[src/hdl/encoderPkg.sv]
package encoderPkg;

  // width of one position count, the counter wraps at this size
  localparam int CountWidth = 16;

  // number of encoder channels handled by the top level
  localparam int NumChannels = 2;

  // depth of the pin synchronizer in front of each decoder
  localparam int SyncStages = 2;

  // one A/B pin pair of an encoder
  // b sits above a so that the packed value reads as the B,A sample
  typedef struct packed {
    logic b;
    logic a;
  } quadPins;

  // Gray-code phase of the pins, named by the B,A sample
  // forward motion walks 00, 01, 11, 10 and back to 00, so A leads B
  typedef enum logic [1:0] {
    phase00 = 2'b00,
    phase01 = 2'b01,
    phase11 = 2'b11,
    phase10 = 2'b10
  } quadPhase;

  // event pulse from a decoder, high for one cycle
  // up is only meaningful while step is high
  // illegal marks a jump of two phases within one sample
  typedef struct packed {
    logic step;
    logic up;
    logic illegal;
  } stepEvent;

  // signed position, two's complement wrap on overflow
  typedef logic signed [CountWidth-1:0] countValue;

endpackage

[src/hdl/faultLatch.sv]
`timescale 1ns/1ps

module faultLatch (
  input  logic                              clk,
  input  logic                              resetn,
  input  logic [encoderPkg::NumChannels-1:0] illegal,
  input  logic                              clearFault,
  output logic                              faultn
);

  // one sticky flag per channel
  logic [encoderPkg::NumChannels-1:0] faultFlag;

  // clear mask, all ones while the clear strobe is high
  logic [encoderPkg::NumChannels-1:0] clearMask;

  assign clearMask = {encoderPkg::NumChannels{clearFault}};

  // flags are set by an illegal pulse and held until the clear strobe
  // the set term is or-ed in after the clear, so a fault in the same
  // cycle as the clear still lands in the flag
  always_ff @(posedge clk) begin
    if (!resetn) begin
      faultFlag <= '0;
    end else begin
      faultFlag <= (faultFlag & ~clearMask) | illegal;
    end
  end

  // faultn drops as soon as any channel has a flag set
  // the flags are registered, so this is one cycle after the pulse
  assign faultn = ~|faultFlag;

  // a fresh reset always leaves the fault output released
  noFaultAfterReset: assert property (
    @(posedge clk)
    resetn && !$past(resetn) |-> faultn
  );

endmodule

[src/hdl/pinSync.sv]
`timescale 1ns/1ps

module pinSync (
  input  logic                clk,
  input  logic                resetn,
  input  encoderPkg::quadPins pins,
  output encoderPkg::quadPins syncPins
);

  // shift register of pin pairs, stage 0 is the one that may go metastable
  encoderPkg::quadPins syncStage [encoderPkg::SyncStages];

  // the pins come straight from the encoder connector and have no relation
  // to clk, so both bits are moved through the same chain of flops
  // a and b travel together so they stay aligned to the same sample
  always_ff @(posedge clk) begin
    if (!resetn) begin
      for (int i = 0; i < encoderPkg::SyncStages; i++) begin
        syncStage[i] <= '0;
      end
    end else begin
      syncStage[0] <= pins;
      // each later stage takes the value of the stage before it
      for (int i = 1; i < encoderPkg::SyncStages; i++) begin
        syncStage[i] <= syncStage[i-1];
      end
    end
  end

  // the last stage is safe to use in the clock domain
  // with two stages a pin change shows up two edges after it is sampled
  assign syncPins = syncStage[encoderPkg::SyncStages-1];

endmodule

[src/hdl/positionCounter.sv]
`timescale 1ns/1ps

module positionCounter (
  input  logic                  clk,
  input  logic                  resetn,
  input  logic                  step,
  input  logic                  up,
  output encoderPkg::countValue count
);

  // signed one, so the add stays in the signed domain of the count
  localparam encoderPkg::countValue StepOne = encoderPkg::countValue'(1);

  // the count moves by one per step pulse
  // overflow past the top or bottom simply wraps in two's complement,
  // which keeps the position valid modulo 2^CountWidth
  always_ff @(posedge clk) begin
    if (!resetn) begin
      count <= '0;
    end else if (step) begin
      if (up) begin
        count <= count + StepOne;
      end else begin
        count <= count - StepOne;
      end
    end
  end

  // without a step pulse the position must not drift
  countHolds: assert property (
    @(posedge clk) disable iff (!resetn)
    !step |=> $stable(count)
  );

endmodule

[src/hdl/quadDecoder.sv]
`timescale 1ns/1ps

module quadDecoder (
  input  logic                 clk,
  input  logic                 resetn,
  input  encoderPkg::quadPins  syncPins,
  output encoderPkg::stepEvent evt
);

  // phase the decoder last saw on the pins
  encoderPkg::quadPhase phase;

  // phase of the current synchronized sample
  encoderPkg::quadPhase newPhase;

  // set by reset and shifted down one bit per cycle
  // while bit 0 is set a sample only loads the phase, which covers the
  // synchronizer stages that still hold their reset value
  logic [encoderPkg::SyncStages:0] firstSample;

  // event decoded from this sample, registered into evt
  encoderPkg::stepEvent nextEvt;

  // phase that follows p when the shaft turns forward
  function automatic encoderPkg::quadPhase fwdPhase(input encoderPkg::quadPhase p);
    case (p)
      encoderPkg::phase00: fwdPhase = encoderPkg::phase01;
      encoderPkg::phase01: fwdPhase = encoderPkg::phase11;
      encoderPkg::phase11: fwdPhase = encoderPkg::phase10;
      encoderPkg::phase10: fwdPhase = encoderPkg::phase00;
      default:             fwdPhase = encoderPkg::phase00;
    endcase
  endfunction

  // phase that follows p when the shaft turns backward
  function automatic encoderPkg::quadPhase backPhase(input encoderPkg::quadPhase p);
    case (p)
      encoderPkg::phase00: backPhase = encoderPkg::phase10;
      encoderPkg::phase10: backPhase = encoderPkg::phase11;
      encoderPkg::phase11: backPhase = encoderPkg::phase01;
      encoderPkg::phase01: backPhase = encoderPkg::phase00;
      default:             backPhase = encoderPkg::phase00;
    endcase
  endfunction

  // the sample is read as B,A to match the phase names
  assign newPhase = encoderPkg::quadPhase'({syncPins.b, syncPins.a});

  // compare the new sample with the stored phase
  // only one pin may move per sample, so the four cases are exclusive
  always_comb begin
    nextEvt = '0;
    if (newPhase == fwdPhase(phase)) begin
      nextEvt.step = 1'b1;
      nextEvt.up   = 1'b1;
    end else if (newPhase == backPhase(phase)) begin
      nextEvt.step = 1'b1;
      nextEvt.up   = 1'b0;
    end else if (newPhase != phase) begin
      // both pins moved together, the direction is unknown
      nextEvt.illegal = 1'b1;
    end
  end

  always_ff @(posedge clk) begin
    if (!resetn) begin
      phase       <= encoderPkg::phase00;
      firstSample <= '1;
      evt         <= '0;
    end else if (firstSample[0]) begin
      // the pins may sit in any phase at reset, so the samples that follow
      // reset are taken as the starting point and give no event
      phase       <= newPhase;
      firstSample <= firstSample >> 1;
      evt         <= '0;
    end else begin
      // the phase always follows the pins, an illegal jump resyncs it
      phase <= newPhase;
      evt   <= nextEvt;
    end
  end

  // a sample is either a step or a fault, never both
  stepOrIllegal: assert property (
    @(posedge clk) disable iff (!resetn)
    !(evt.step && evt.illegal)
  );

  // coming out of reset nothing may reach the counter or the fault latch
  quietAfterReset: assert property (
    @(posedge clk)
    resetn && !$past(resetn) |-> evt == '0
  );

endmodule

[src/hdl/quadEncoderTop.sv]
`timescale 1ns/1ps

module quadEncoderTop (
  input  logic                                          clk,
  input  logic                                          resetn,
  // raw encoder pins, asynchronous to clk
  input  encoderPkg::quadPins [encoderPkg::NumChannels-1:0] encPins,
  // one cycle strobe that releases the latched faults
  input  logic                                          clearFault,
  output encoderPkg::countValue                         count0,
  output encoderPkg::countValue                         count1,
  // low while any channel has seen an illegal transition
  output logic                                          faultn
);

  // per channel position, split out to the two count ports below
  encoderPkg::countValue counts [encoderPkg::NumChannels];

  // illegal bits of all channels, collected for the shared latch
  logic [encoderPkg::NumChannels-1:0] illegalBits;

  // every channel is the same chain of synchronizer, decoder and counter
  // the latency from a pin edge to the count is four clock edges
  for (genvar ch = 0; ch < encoderPkg::NumChannels; ch++) begin : channel

    // pins after the two flop synchronizer
    encoderPkg::quadPins syncPins;

    // one cycle step or fault pulse from the decoder
    encoderPkg::stepEvent evt;

    pinSync sync (
      .clk      (clk),
      .resetn   (resetn),
      .pins     (encPins[ch]),
      .syncPins (syncPins)
    );

    quadDecoder decoder (
      .clk      (clk),
      .resetn   (resetn),
      .syncPins (syncPins),
      .evt      (evt)
    );

    positionCounter counter (
      .clk    (clk),
      .resetn (resetn),
      .step   (evt.step),
      .up     (evt.up),
      .count  (counts[ch])
    );

    assign illegalBits[ch] = evt.illegal;

  end

  // one latch serves all channels and drives the single fault output
  faultLatch faults (
    .clk        (clk),
    .resetn     (resetn),
    .illegal    (illegalBits),
    .clearFault (clearFault),
    .faultn     (faultn)
  );

  assign count0 = counts[0];
  assign count1 = counts[1];

endmodule

[config.mk]
export PLATFORM = sky130hd
export DESIGN_NAME = quadEncoderTop
export DESIGN_NICKNAME = d
export VERILOG_FILES = /design/src/hdl/encoderPkg.sv /design/src/hdl/faultLatch.sv /design/src/hdl/pinSync.sv /design/src/hdl/positionCounter.sv /design/src/hdl/quadDecoder.sv /design/src/hdl/quadEncoderTop.sv
export SDC_FILE = /design/constraint.sdc
export NUM_CORES = 1
export LEC_CHECK = 0
export BUFFER_PORTS_ARGS = -buffer_cell sky130_fd_sc_hd__buf_2
export CAP_MARGIN = 20
export CORE_MARGIN = 2
export CORE_UTILIZATION = 58
export DETAILED_ROUTE_END_ITERATION = 10
export HOLD_SLACK_MARGIN = 0.06
export PLACE_DENSITY = 0.89
export SYNTH_ARGS = -nofsm -noshare
export SYNTH_HDL_FRONTEND = slang
export SYNTH_SLANG_ARGS = --single-unit
[constraint.sdc]
create_clock -name clk -period 3 [get_ports clk]
set_clock_uncertainty 0.1 [all_clocks]
set_input_delay 0.15 -clock clk [delete_from_list [all_inputs] [get_ports clk]]
set_output_delay 0.15 -clock clk [all_outputs]
set_load 0.05 [all_outputs]
[Yosys cells after proc, flatten, opt, wreduce, memory -nomap -nowiden]
Memory sizes are Yosys's and may differ from the RTL's.
Index checks and enable logic that the tools add are counted.
Storage, ports and cells
  input port bits: 7
  memories: 2
  register bits after elaboration: 50
  memory bits (writable): 8
Memories
  channel[0].sync.syncStage: words 2, bits a word 2, read ports 2, clocked after memory_dff 0, wr ports 2, RTL line pinSync.sv:11  | encoderPkg::quadPins syncStage [encoderPkg::SyncStages];
  channel[1].sync.syncStage: words 2, bits a word 2, read ports 2, clocked after memory_dff 0, wr ports 2, RTL line pinSync.sv:11
Operators by class
  reduce and logical (&&, ||, !) cells: 8
  bitwise operators: 8
  eq/ne operators: 12
  $add $sub $neg: 4
  muxes and demuxes: 22
Operator list (count)
  $add 16x2->16 const B: 2
  $mux 16: 2
  $pmux 2 s4: 4
  $sub 16x2->16 const B: 2
  $mux 2: 10
  $eq 2x2->1: 4
  $eq 2x2->1 const B: 4
  $reduce_or 4->1: 2
  $mux 1: 6
  $reduce_or 2->1: 3
  $eq 2x1->1 const B: 2
  $logic_not 2->1: 2
  $ne 2x2->1: 2
  $or 1x1->1: 4
  $and 2x2->2: 1
  $not 2->2: 1
  $or 2x2->2: 1
  $logic_not 1->1: 1
  $not 1->1: 1

[Logic depth before layout (Yosys ltp)]
Gate-level depths: netlist of run 1.
  depth in word-level cells: 7
  depth in mapped cells: 10
  mapped depth without buffers: 9

[By module]
From an unflattened synthesis of run 1, not the netlist that was laid out.
Unflattened totals
  cell total of the unflattened synthesis: 433
  area total of the unflattened synthesis: 3694.8 µm²
By module, submodules not included
  positionCounter: area each 1412.6 µm², times used 2, cells an instance 177, seq. area each 320.3 µm²
  quadDecoder: area each 279.0 µm², times used 2, cells an instance 26, seq. area each 160.2 µm²
  pinSync: area each 120.1 µm², times used 2, cells an instance 10, seq. area each 80.1 µm²
  faultLatch: area each 71.3 µm², times used 1, cells an instance 7, seq. area each 40.0 µm²

[Worst setup path after synthesis of run 1]
No wires, ideal clock.
  kind: reg2reg
  start: register channel[1].counter.count[0]
  end: register channel[1].counter.count[14]
  data arrival time: 2.367 ns
  period minus slack after synthesis: 2.589 ns
  required time: 2.778 ns
  library setup time: 0.122 ns
  stages on the path, launching flop included: 10
  path buffers: 0
  path slack: 0.411 ns
  cells stage by stage: dfxtp_1 > inv_1 > fa_1 > nor2b_1 > o31a_2 > o22ai_2 > nor4_1 > o21ai_1 > mux2i_1 > a311o_1
On the way
  cells in the longest elaborated chain, start to end: 2
  elaborated cells between the ends (all ways): 3
Ends and longest elaborated chain
  start, declared: RTL line positionCounter.sv:8  | output encoderPkg::countValue count
  start signal, assigned: RTL line positionCounter.sv:22  | count <= count + StepOne;
  start signal, assigned: RTL line positionCounter.sv:24  | count <= count - StepOne;
  $sub 16x2->16 or $add 16x2->16 (tied branches): RTL line positionCounter.sv:24, positionCounter.sv:22
  $mux 16 *: RTL line positionCounter.sv:21  | if (up) begin
Mark *: on every way between the ends. The rest lies on a longest branch, timed or not.
A chain may end at the register's enable or synchronous reset.

[Worst setup path after layout of run 1]
  start: register, netlist name channel[1].decoder.evt[1]
  end: register channel[1].counter.count[14]
On the way
  cells in the longest elaborated chain, start to end: 1
Ends and longest elaborated chain (RTL line)
  $mux 16: positionCounter.sv:21
No other way between the ends.

==> impl_results.md, run 1 <==
* Unrepaired setup endpoints after global routing: false
* Total Die Area at 6470 um^2
* Count of H-tree levels built during CTS at 3
* Post-detailed-route wirelength per cell at 14.7 um
* Drt drc at 0
* Die height at 80.5 um
* CTS tree: yes
* Clock Sink Count at 58
* Fraction of final layout cells with drive strength greater than 1 at 16.8%
* Antenna cell count at 0
* Multiplexer share of the synthesized area at 5.17%
* Final number of max-transition violations at 0
* Cell at the root of the clock tree: sky130_fd_sc_hd__clkbuf_8
* Share of synthesized cell area in and, or, nand and nor gates at 18.1%
* Worst path required time at 3.13 ns
* Post-synth net total at 413
* Core Rows at 27
* Count of flip-flops with a built-in enable after synthesis at 0
* Proportion of synthesized flip-flops having asynchronous set or reset at 0%
* Via count of the first global-routing pass at 2835
* Fraction of the yosys area taken by sequential cells at 34.2%
* First-pass GRT wire length at 12400 um
* Routability-driven placement congestion ratio at 0.934
* Source-to-sink clock delay at the later pin of the worst-skew pair at 0.35 ns
* Result of the run: completed
* Number of storage elements in the synthesis netlist at 58
* Total negative slack for setup checks at 0 ns
* Compound-Gate Fraction of Synth Area at 20.5%
* Setup-violating endpoint count in the final report at 0
* Most area-consuming cells after synthesis: sky130_fd_sc_hd__dfxtp_1 (34%), sky130_fd_sc_hd__ha_1 (10%), sky130_fd_sc_hd__xnor2_1 (5.9%)
* Pin count of the biggest net entering global routing at 27
* Max Root-Sink Buffers at 2
* Leading cell type in the layout, fill and taps excluded: sky130_fd_sc_hd__dfxtp_1
* Number of antenna-violating nets in the routed design at 0
* Crit path time final at 2.70 ns
* Remaining global-route overflow at 0
* Routed wire length at 7350 um
* HPWL after detailed placement at 5240 um
* Layout-stage area growth over the synthesis result at 16.3%
* Top-area cell type share of the netlist area at 34.2%
* CP Max Fanout at 9
* Final period utilization at 89.9%
* Vias at 2919
* Kind of capture point of the worst setup path: register
* Combinational family with the most area after synthesis: compound AO/OA/AOI/OAI gates
* Power density cells at 517 nW/um^2
* Number of synthesis warnings at 0
* Count of maximum capacitance violations at 0
* Antenna violations before repair at 0
* Synth Area in Adders at 11.5%
* Combined global-route utilization of all metal layers at 24.8%
* Slew @ Worst Pin at 0.678 ns
* Post-synthesis share of cell area spent on xor and xnor gates at 7.49%
* Effective utilization at floorplan at 60.8%
* Count of final hold-check violations at 0
* Commonest cells after routing, fill and taps aside: sky130_fd_sc_hd__dfxtp_1 (58), sky130_fd_sc_hd__buf_2 (39), sky130_fd_sc_hd__nand2_1 (35)
* Critical path type: reg2reg
* Class of the tightest hold or removal check: in2reg
* Crit path DAT at 2.83 ns
* Inserted Clock Buffers at 9
* Number of different library cells in the post-synthesis netlist at 56
* Number of buffer cells added on primary ports at 39
* Post-synthesis cell count at 376
* Average cell area after synthesis at 9.02 um^2
* Achievable Freq at 371 MHz
* Synth Flop Type: sky130_fd_sc_hd__dfxtp_1
* Area inside the core boundary at 5570 um^2
* Die W at 80.5 um
* Num ports at 40
* Count of TritonRoute iterations in the first routing pass at 4
* Area leader, netlist: sky130_fd_sc_hd__dfxtp_1
* Worst slew margin relative to its limit at 54.8%
* Post-CTS setup-driven buffer insertion count at 0
* Static Leakage at 0.00178 uW
* DRC marker count from the first detailed-route iteration at 93
* Nets at 460
* Cell area after synthesis at 3390 um^2
* Reg clk slew, reported paths at 0.07 ns
* Total Power Consumption at 2040 uW
* Worst Setup Start Kind: register
* Per-cell via count in the routed design at 5.84
* Peak supply drop at 0.427 mV
==> synthesized netlist by cell type (all sizes together) (2+ instances only) <==
master / instances
a211oi: 7
dfxtp: 58
o31ai: 2
nor2b: 20
a31oi: 2
o211ai: 2
nor2: 14
o21ai: 23
mux2i: 16
nand4: 3
buf: 2
a21oi: 20
nand4b: 2
o211a: 3
a21boi: 3
clkbuf: 11
or3: 3
o21a: 10
and3: 2
fa: 2
nand3b: 2
nand3: 7
xnor2: 23
o31a: 2
nand2: 35
a21o: 7
nand2b: 4
ha: 28
o21bai: 2
and2: 17
o22ai: 2
inv: 14
xor2: 6
nor3: 8
==> layout make-up <==
type,count,area [um^2]
Multi-Input combinational cell,291,2130
Sequential cell,58,1160
Clock buffer,10,138
Tap cell,72,90.1
Fill cell,420,1630
Inverter,14,52.6
Clock inverter,6,90.1
Timing Repair Buffer,49,283
==> registers in the layout (all words and copies together) (netlist names) <==
register                     flops
channel.counter.count           32
channel.sync.syncStage           8
channel.decoder.phase            4
channel.decoder.firstSample      6
faults.faultFlag                 2
channel.decoder.evt              6
==> worst paths after layout <==
check | startpoint | endpoint | slack [ns] | cells after the start
worst max-delay path | channel[1].decoder.evt[1] | channel[1].counter.count[14] | 0.30 | 9
worst max register to register | channel[1].decoder.evt[1] | channel[1].counter.count[14] | 0.30 | 9
worst min-delay path | resetn | channel[1].decoder.firstSample[1] | 0.06 | 2
worst min register to register | channel[1].sync.syncStage[0][0] | channel[1].sync.syncStage[0][2] | 0.33 | 1
==> per-stage QoR <==
stage                     instances  worst slack [ns]  cell area (um^2)  utilization (%)  hold WS [ns]
after floorplan                 376             0.411              3390                -         0.177
after global placement          479             0.464              3660             65.7         0.255
after detailed placement        479             0.368              3660             65.7         0.260
after CTS                       500             0.355              3940             70.7        0.0632
after global routing            500             0.178              3940             70.7        0.0887
final                           500             0.304              3940             70.7        0.0628
==> critical path, stage by stage, from the launching register on <==
cell	delay (ns)
sky130_fd_sc_hd__dfxtp_1	0.42
sky130_fd_sc_hd__inv_1	0.20
sky130_fd_sc_hd__ha_1	0.38
sky130_fd_sc_hd__o21ai_0	0.32
sky130_fd_sc_hd__a21boi_0	0.19
sky130_fd_sc_hd__o22ai_2	0.23
sky130_fd_sc_hd__nor4_1	0.08
sky130_fd_sc_hd__o21ai_1	0.23
sky130_fd_sc_hd__mux2i_1	0.10
sky130_fd_sc_hd__a311o_1	0.31
==> repair_timing <==
action | 4_1_cts | 5_1_grt
hold endpoints to repair | 6 | 0
resized for setup | 0 | 0
hold buffers | 5 | 0
==> report_power, final <==
part | switching, uW | leakage [uW] | internal, uW | total [uW]
logic | 228 | 0.00120 | 172 | 400
clock network | 326 | 0.000112 | 491 | 817
registers | 22.5 | 0.000472 | 797 | 820
total | 577 | 0.00178 | 1460 | 2040
==> cells by family (layout without fill, tap and decap cells) <==
family | after synthesis | in the layout
adders and majority gates | 30 | 30
muxes | 17 | 17
xor gates and xnor gates | 29 | 29
DFF | 58 | 58
AOI/OAI and AO/OA | 96 | 96
buffers and inverters | 27 | 79
and+or+nand+nor | 119 | 119
==> per-layer routing <==
layer / share of wire [%] / wire length (um) / global-route usage, %
met4: 1.3 / 97 / 7.46
met1: 41 / 2990 / 25.6
met3: 4.5 / 330 / 7.75
met2: 54 / 3940 / 47.4
met5: 0 / 0 / 0
No activity file was read; power rests on OpenSTA's default activity.
==> inputs of run 2 (changes only) <==
- CTS_CLUSTER_SIZE: not set -> 16
- PLACE_DENSITY: 0.89 -> not set
- PLACE_DENSITY_LB_ADDON: not set -> 0.15
==> run 2 against run 1 <==
Routed wire length down 7.9%. Count of clock-buffer cells in the layout stayed put. Core utilization down 0.83 points. Setup slack gained 0.045 ns. Sequential share of layout area is 0.35 points higher. Global-route usage decreased by 1.7 points. Register-to-register slack gained 0.05 ns.
==> impl_results.md, run 2 (synthesized netlist as in run 1, its figures left out) <==
* Inserted Clock Buffers at 9
* Register ranked first by flip-flop count: channel.counter.count
* Antenna cell count at 0
* DRC marker count from the first detailed-route iteration at 76
* Core Rows at 27
* Area inside the core boundary at 5570 um^2
* Vias at 2786
* Post-detailed-route wirelength per cell at 13.6 um
* Worst path required time at 3.12 ns
* HPWL after detailed placement at 4840 um
* Peak supply drop at 0.311 mV
* Clock Sink Count at 58
* Total Power Consumption at 1940 uW
* Static Leakage at 0.00175 uW
* Max Root-Sink Buffers at 2
* Remaining global-route overflow at 0
* Final period utilization at 88.4%
* Total negative slack for setup checks at 0 ns
* Drt drc at 0
* Pin count of the biggest net entering global routing at 64
* Cts-stage hold buffer count at 5
* Count of maximum capacitance violations at 0
* Kind of capture point of the worst setup path: register
* Placement Setup Slack at 0.350 ns
* Top cell family by delay on the critical path: compound AO/OA/AOI/OAI gates
* Commonest cells after routing, fill and taps aside: sky130_fd_sc_hd__dfxtp_1 (58), sky130_fd_sc_hd__buf_2 (39), sky130_fd_sc_hd__nand2_1 (35)
* Combined global-route utilization of all metal layers at 23.1%
* Number of antenna-violating nets in the routed design at 0
* CTS tree: yes
* First-pass GRT wire length at 11800 um
* Layout-stage area growth over the synthesis result at 14.9%
* Antenna violations before repair at 0
* Worst Setup Start Kind: register
* Setup-violating endpoint count in the final report at 0
* Smallest setup slack after layout at 0.349 ns
* Count of H-tree levels built during CTS at 3
* Total Die Area at 6470 um^2
* Crit path DAT at 2.77 ns
* Tightest hold margin at 0.291 ns
* Leading registers by flop count: channel.counter.count (32), channel.sync.syncStage (8)
* Post-CTS setup-driven buffer insertion count at 0
* Fraction of final layout cells with drive strength greater than 1 at 16.2%
* Cell at the root of the clock tree: sky130_fd_sc_hd__clkbuf_8
* Via count of the first global-routing pass at 2627
* Effective utilization at floorplan at 60.8%
* Count of final hold-check violations at 0
* Count of TritonRoute iterations in the first routing pass at 5
* Class of the tightest hold or removal check: in2reg
* Reg clk slew, reported paths at 0.08 ns
* Buffering stage count on the worst path with inverters included at 1
* Post-placement cell area at 3640 um^2
* Die W at 80.5 um
* Result of the run: completed
* Longest individual stage delay on the worst path at 0.36 ns
* Power density cells at 498 nW/um^2
* Largest register FFs at 32
* Slew @ Worst Pin at 0.922 ns
* Gates resized, CTS repair at 0
* Final number of max-transition violations at 0
* Final non-filler cell area at 3900 um^2
* Nets at 457
* Routed wire length at 6770 um
* Die height at 80.5 um
* Leading cell type in the layout, fill and taps excluded: sky130_fd_sc_hd__dfxtp_1
* Num ports at 40
* Unrepaired setup endpoints after global routing: false
* Number of buffer cells added on primary ports at 39
* Critical-path cell with the highest stage delay: sky130_fd_sc_hd__inv_1
* CP Max Fanout at 15
* Achievable Freq at 377 MHz
* Number of inserted filler cells in the final layout at 452
* Source-to-sink clock delay at the later pin of the worst-skew pair at 0.34 ns
* Critical path type: reg2reg
* Crit path time final at 2.65 ns
* Per-cell via count in the routed design at 5.61
* Crit-path cells: inv_1 -> ha_1 -> nor2b_1 -> o31a_1 -> o31ai_4 -> a211oi_1 -> or3_1 -> nand3_1 -> a21boi_0
* Routability-driven placement congestion ratio at 0.886
* Worst slew margin relative to its limit at 38.6%
run 2: changes by cell type in the layout (fill, tap and decap cells not counted):
| cell | change |
|---|---|
| sky130_fd_sc_hd__bufinv_16 | -1 |
| sky130_fd_sc_hd__clkinvlp_4 | +2 |
| sky130_fd_sc_hd__clkinv_4 | -1 |
| sky130_fd_sc_hd__buf_4 | -3 |
run 2: cell type report:
| cell class | instances | area (um^2) | area share [%] |
|---|---|---|---|
| clock inverters | 6 | 66.3 | 1.70 |
| inverters | 14 | 52.6 | 1.35 |
| well taps | 72 | 90.1 | 2.31 |
| clock buffers | 10 | 138 | 3.53 |
| multi-input cells | 291 | 2130 | 54.6 |
| flip-flops and latches | 58 | 1160 | 29.8 |
| repair buffers | 46 | 260 | 6.68 |
run 2: path summary, 6_finish.rpt:
kind	startpoint	end	slack (ns)	depth (start not counted)
min	resetn	channel[0].decoder.firstSample[0]	0.29	2
max	channel[0].decoder.evt[1]	channel[0].counter.count[10]	0.35	9
min reg2reg	channel[1].sync.syncStage[0][1]	channel[1].sync.syncStage[0][3]	0.33	1
max reg2reg	channel[0].decoder.evt[1]	channel[0].counter.count[10]	0.35	9
run 2: per-layer routing:
layer | vias up | wire length, um | global-route usage, %
met5 | - | 0 | 0
met4 | 0 | 82 | 7.63
met3 | 12 | 238 | 5.39
met2 | 45 | 3440 | 41.2
met1 | 1302 | 3020 | 27.2
li1 | 1427 | - | -
run 2: power by group:
group / total (uW) / switching, uW / internal, uW
combinational: 389 / 219 / 170
sequential: 819 / 22.0 / 797
clock: 732 / 327 / 405
total: 1940 / 568 / 1370
run 2: per-stage QoR:
stage	utilization [%]	std cells
after floorplan	-	376
after global placement	65.3	476
after detailed placement	65.3	476
after CTS	69.9	497
after global routing	69.9	497
final	69.9	497
==> inputs of run 3 (changes only) <==
- CAP_MARGIN: 20 -> 15
- CORE_UTILIZATION: 58 -> 55
==> run 3 against run 2 <==
Count of clock-buffer cells in the layout stayed put. Design area rose by 0.26%. First-iteration DRC count is 7.9% lower. Sequential share of layout area decreased by 0.076 points. Setup slack got worse by 0.012 ns. Clock power down 7.7%. Final cell count up 1.2%. Via count down 0.11%. Critical path type unchanged. Largest cell class unchanged.
==> impl_results.md, run 3 (synthesized netlist as in run 1, its figures left out) <==
* Result of the run: completed
* Crit path time final at 2.66 ns
* CP Max Fanout at 9
* Total Die Area at 6810 um^2
* Count of final hold-check violations at 0
* Count of maximum capacitance violations at 0
* Slew @ Worst Pin at 0.516 ns
* Setup-violating endpoint count in the final report at 0
* Post-detailed-route wirelength per cell at 13.4 um
* Cell at the root of the clock tree: sky130_fd_sc_hd__clkbuf_8
* Register ranked first by flip-flop count: channel.counter.count
* Leading registers by flop count: channel.counter.count (32), channel.sync.syncStage (8)
* Core Rows at 28
* Die height at 82.5 um
* Count of H-tree levels built during CTS at 3
* Class of the tightest hold or removal check: in2reg
* Fraction of final layout cells with drive strength greater than 1 at 16.8%
* Reg clk slew, reported paths at 0.08 ns
* Pin count of the biggest net entering global routing at 36
* Nets at 460
* Combined global-route utilization of all metal layers at 21.6%
* Kind of capture point of the worst setup path: register
* CTS tree: yes
* Antenna cell count at 0
* Area inside the core boundary at 5960 um^2
* Unrepaired setup endpoints after global routing: false
* Num ports at 40
* Clock Sink Count at 58
* DRC marker count from the first detailed-route iteration at 70
* Antenna violations before repair at 0
* Crit path DAT at 2.81 ns
* Per-cell via count in the routed design at 5.53
* Routability-driven placement congestion ratio at 0.897
* Post-CTS setup-driven buffer insertion count at 0
* Layout-stage area growth over the synthesis result at 15.2%
* Die W at 82.5 um
* Number of antenna-violating nets in the routed design at 0
* Leading cell type in the layout, fill and taps excluded: sky130_fd_sc_hd__dfxtp_1
* Count of TritonRoute iterations in the first routing pass at 4
* Number of buffer cells added on primary ports at 39
* Achievable Freq at 376 MHz
* Static Leakage at 0.00176 uW
* Routed wire length at 6730 um
* Commonest cells after routing, fill and taps aside: sky130_fd_sc_hd__dfxtp_1 (58), sky130_fd_sc_hd__buf_2 (39), sky130_fd_sc_hd__nand2_1 (35)
* Total Power Consumption at 1890 uW
* Tightest hold margin at 0.194 ns
* Vias at 2783
* Drt drc at 0
* First-pass GRT wire length at 11200 um
* Source-to-sink clock delay at the later pin of the worst-skew pair at 0.35 ns
* Effective utilization at floorplan at 56.9%
* HPWL after detailed placement at 4840 um
* Worst path required time at 3.14 ns
* Total negative slack for setup checks at 0 ns
* Worst Setup Start Kind: register
* Critical path type: reg2reg
* Remaining global-route overflow at 0
* Power density cells at 483 nW/um^2
* Largest register FFs at 32
* Peak supply drop at 0.343 mV
* Inserted Clock Buffers at 9
* Final number of max-transition violations at 0
* Worst slew margin relative to its limit at 65.6%
* Final period utilization at 88.8%
* Via count of the first global-routing pass at 2574
* Max Root-Sink Buffers at 2
run 3: cell count changes in the layout (fill, tap and decap cells not counted):
cell | before | now
sky130_fd_sc_hd__buf_4 | 2 | 5
sky130_fd_sc_hd__bufinv_16 | 1 | 0
sky130_fd_sc_hd__clkinv_2 | 1 | 0
sky130_fd_sc_hd__clkinv_4 | 1 | 2
sky130_fd_sc_hd__clkinvlp_4 | 3 | 2
sky130_fd_sc_hd__inv_6 | 0 | 2
run 3: cell type report:
cell class	count	area, um^2
multi-input combinational	291	2130
fill	520	2050
sequential	58	1160
timing repair buffer	49	283
clock buffer	10	138
tap	75	93.8
inverter	14	52.6
clock inverter	6	50.0
run 3: critical path, stage by stage, from the launching register on:
cell	delay, ns
sky130_fd_sc_hd__dfxtp_1	0.43
sky130_fd_sc_hd__inv_1	0.20
sky130_fd_sc_hd__ha_1	0.38
sky130_fd_sc_hd__o21ai_0	0.33
sky130_fd_sc_hd__a21boi_0	0.18
sky130_fd_sc_hd__o22ai_2	0.26
sky130_fd_sc_hd__nor4_1	0.08
sky130_fd_sc_hd__o21ai_1	0.21
sky130_fd_sc_hd__mux2i_1	0.10
sky130_fd_sc_hd__a311o_1	0.31
run 3: power by group:
part	leakage, uW	switching (uW)	internal [uW]
registers	0.000472	20.6	797
logic	0.00120	221	171
clock network	0.0000895	346	330
total	0.00176	588	1300
run 3: path summary, 6_finish.rpt:
| kind | startpoint | end | slack (ns) | depth (start not counted) |
|---|---|---|---|---|
| worst max-delay path | channel[1].decoder.evt[1] | channel[1].counter.count[14] | 0.34 | 9 |
| worst min-delay path | resetn | faults.faultFlag[0] | 0.19 | 2 |
| worst min register to register | channel[0].sync.syncStage[0][0] | channel[0].sync.syncStage[0][2] | 0.33 | 1 |
| worst max register to register | channel[1].decoder.evt[1] | channel[1].counter.count[14] | 0.34 | 9 |
run 3: routing by layer:
layer	track usage, %	vias up	share of wire [%]
met5	0	-	0
met4	8.85	0	1.6
met3	7.83	11	4.7
met2	36.7	57	48
met1	24.6	1288	46
li1	-	1427	-
run 3: repair_timing:
action / in CTS / in global routing
hold endpoints to repair: 6 / 0
gates resized for setup: 0 / 0
hold buffers: 5 / 0
run 3: stage by stage:
step	area (um^2)	worst slack [ns]	utilization, %	cells
2_1_floorplan	3390	0.411	-	376
3_3_place_gp	3670	0.444	61.6	482
3_5_place_dp	3670	0.371	61.6	482
4_1_cts	3910	0.348	65.6	503
5_1_grt	3910	0.148	65.6	503
6_report	3910	0.337	65.6	503
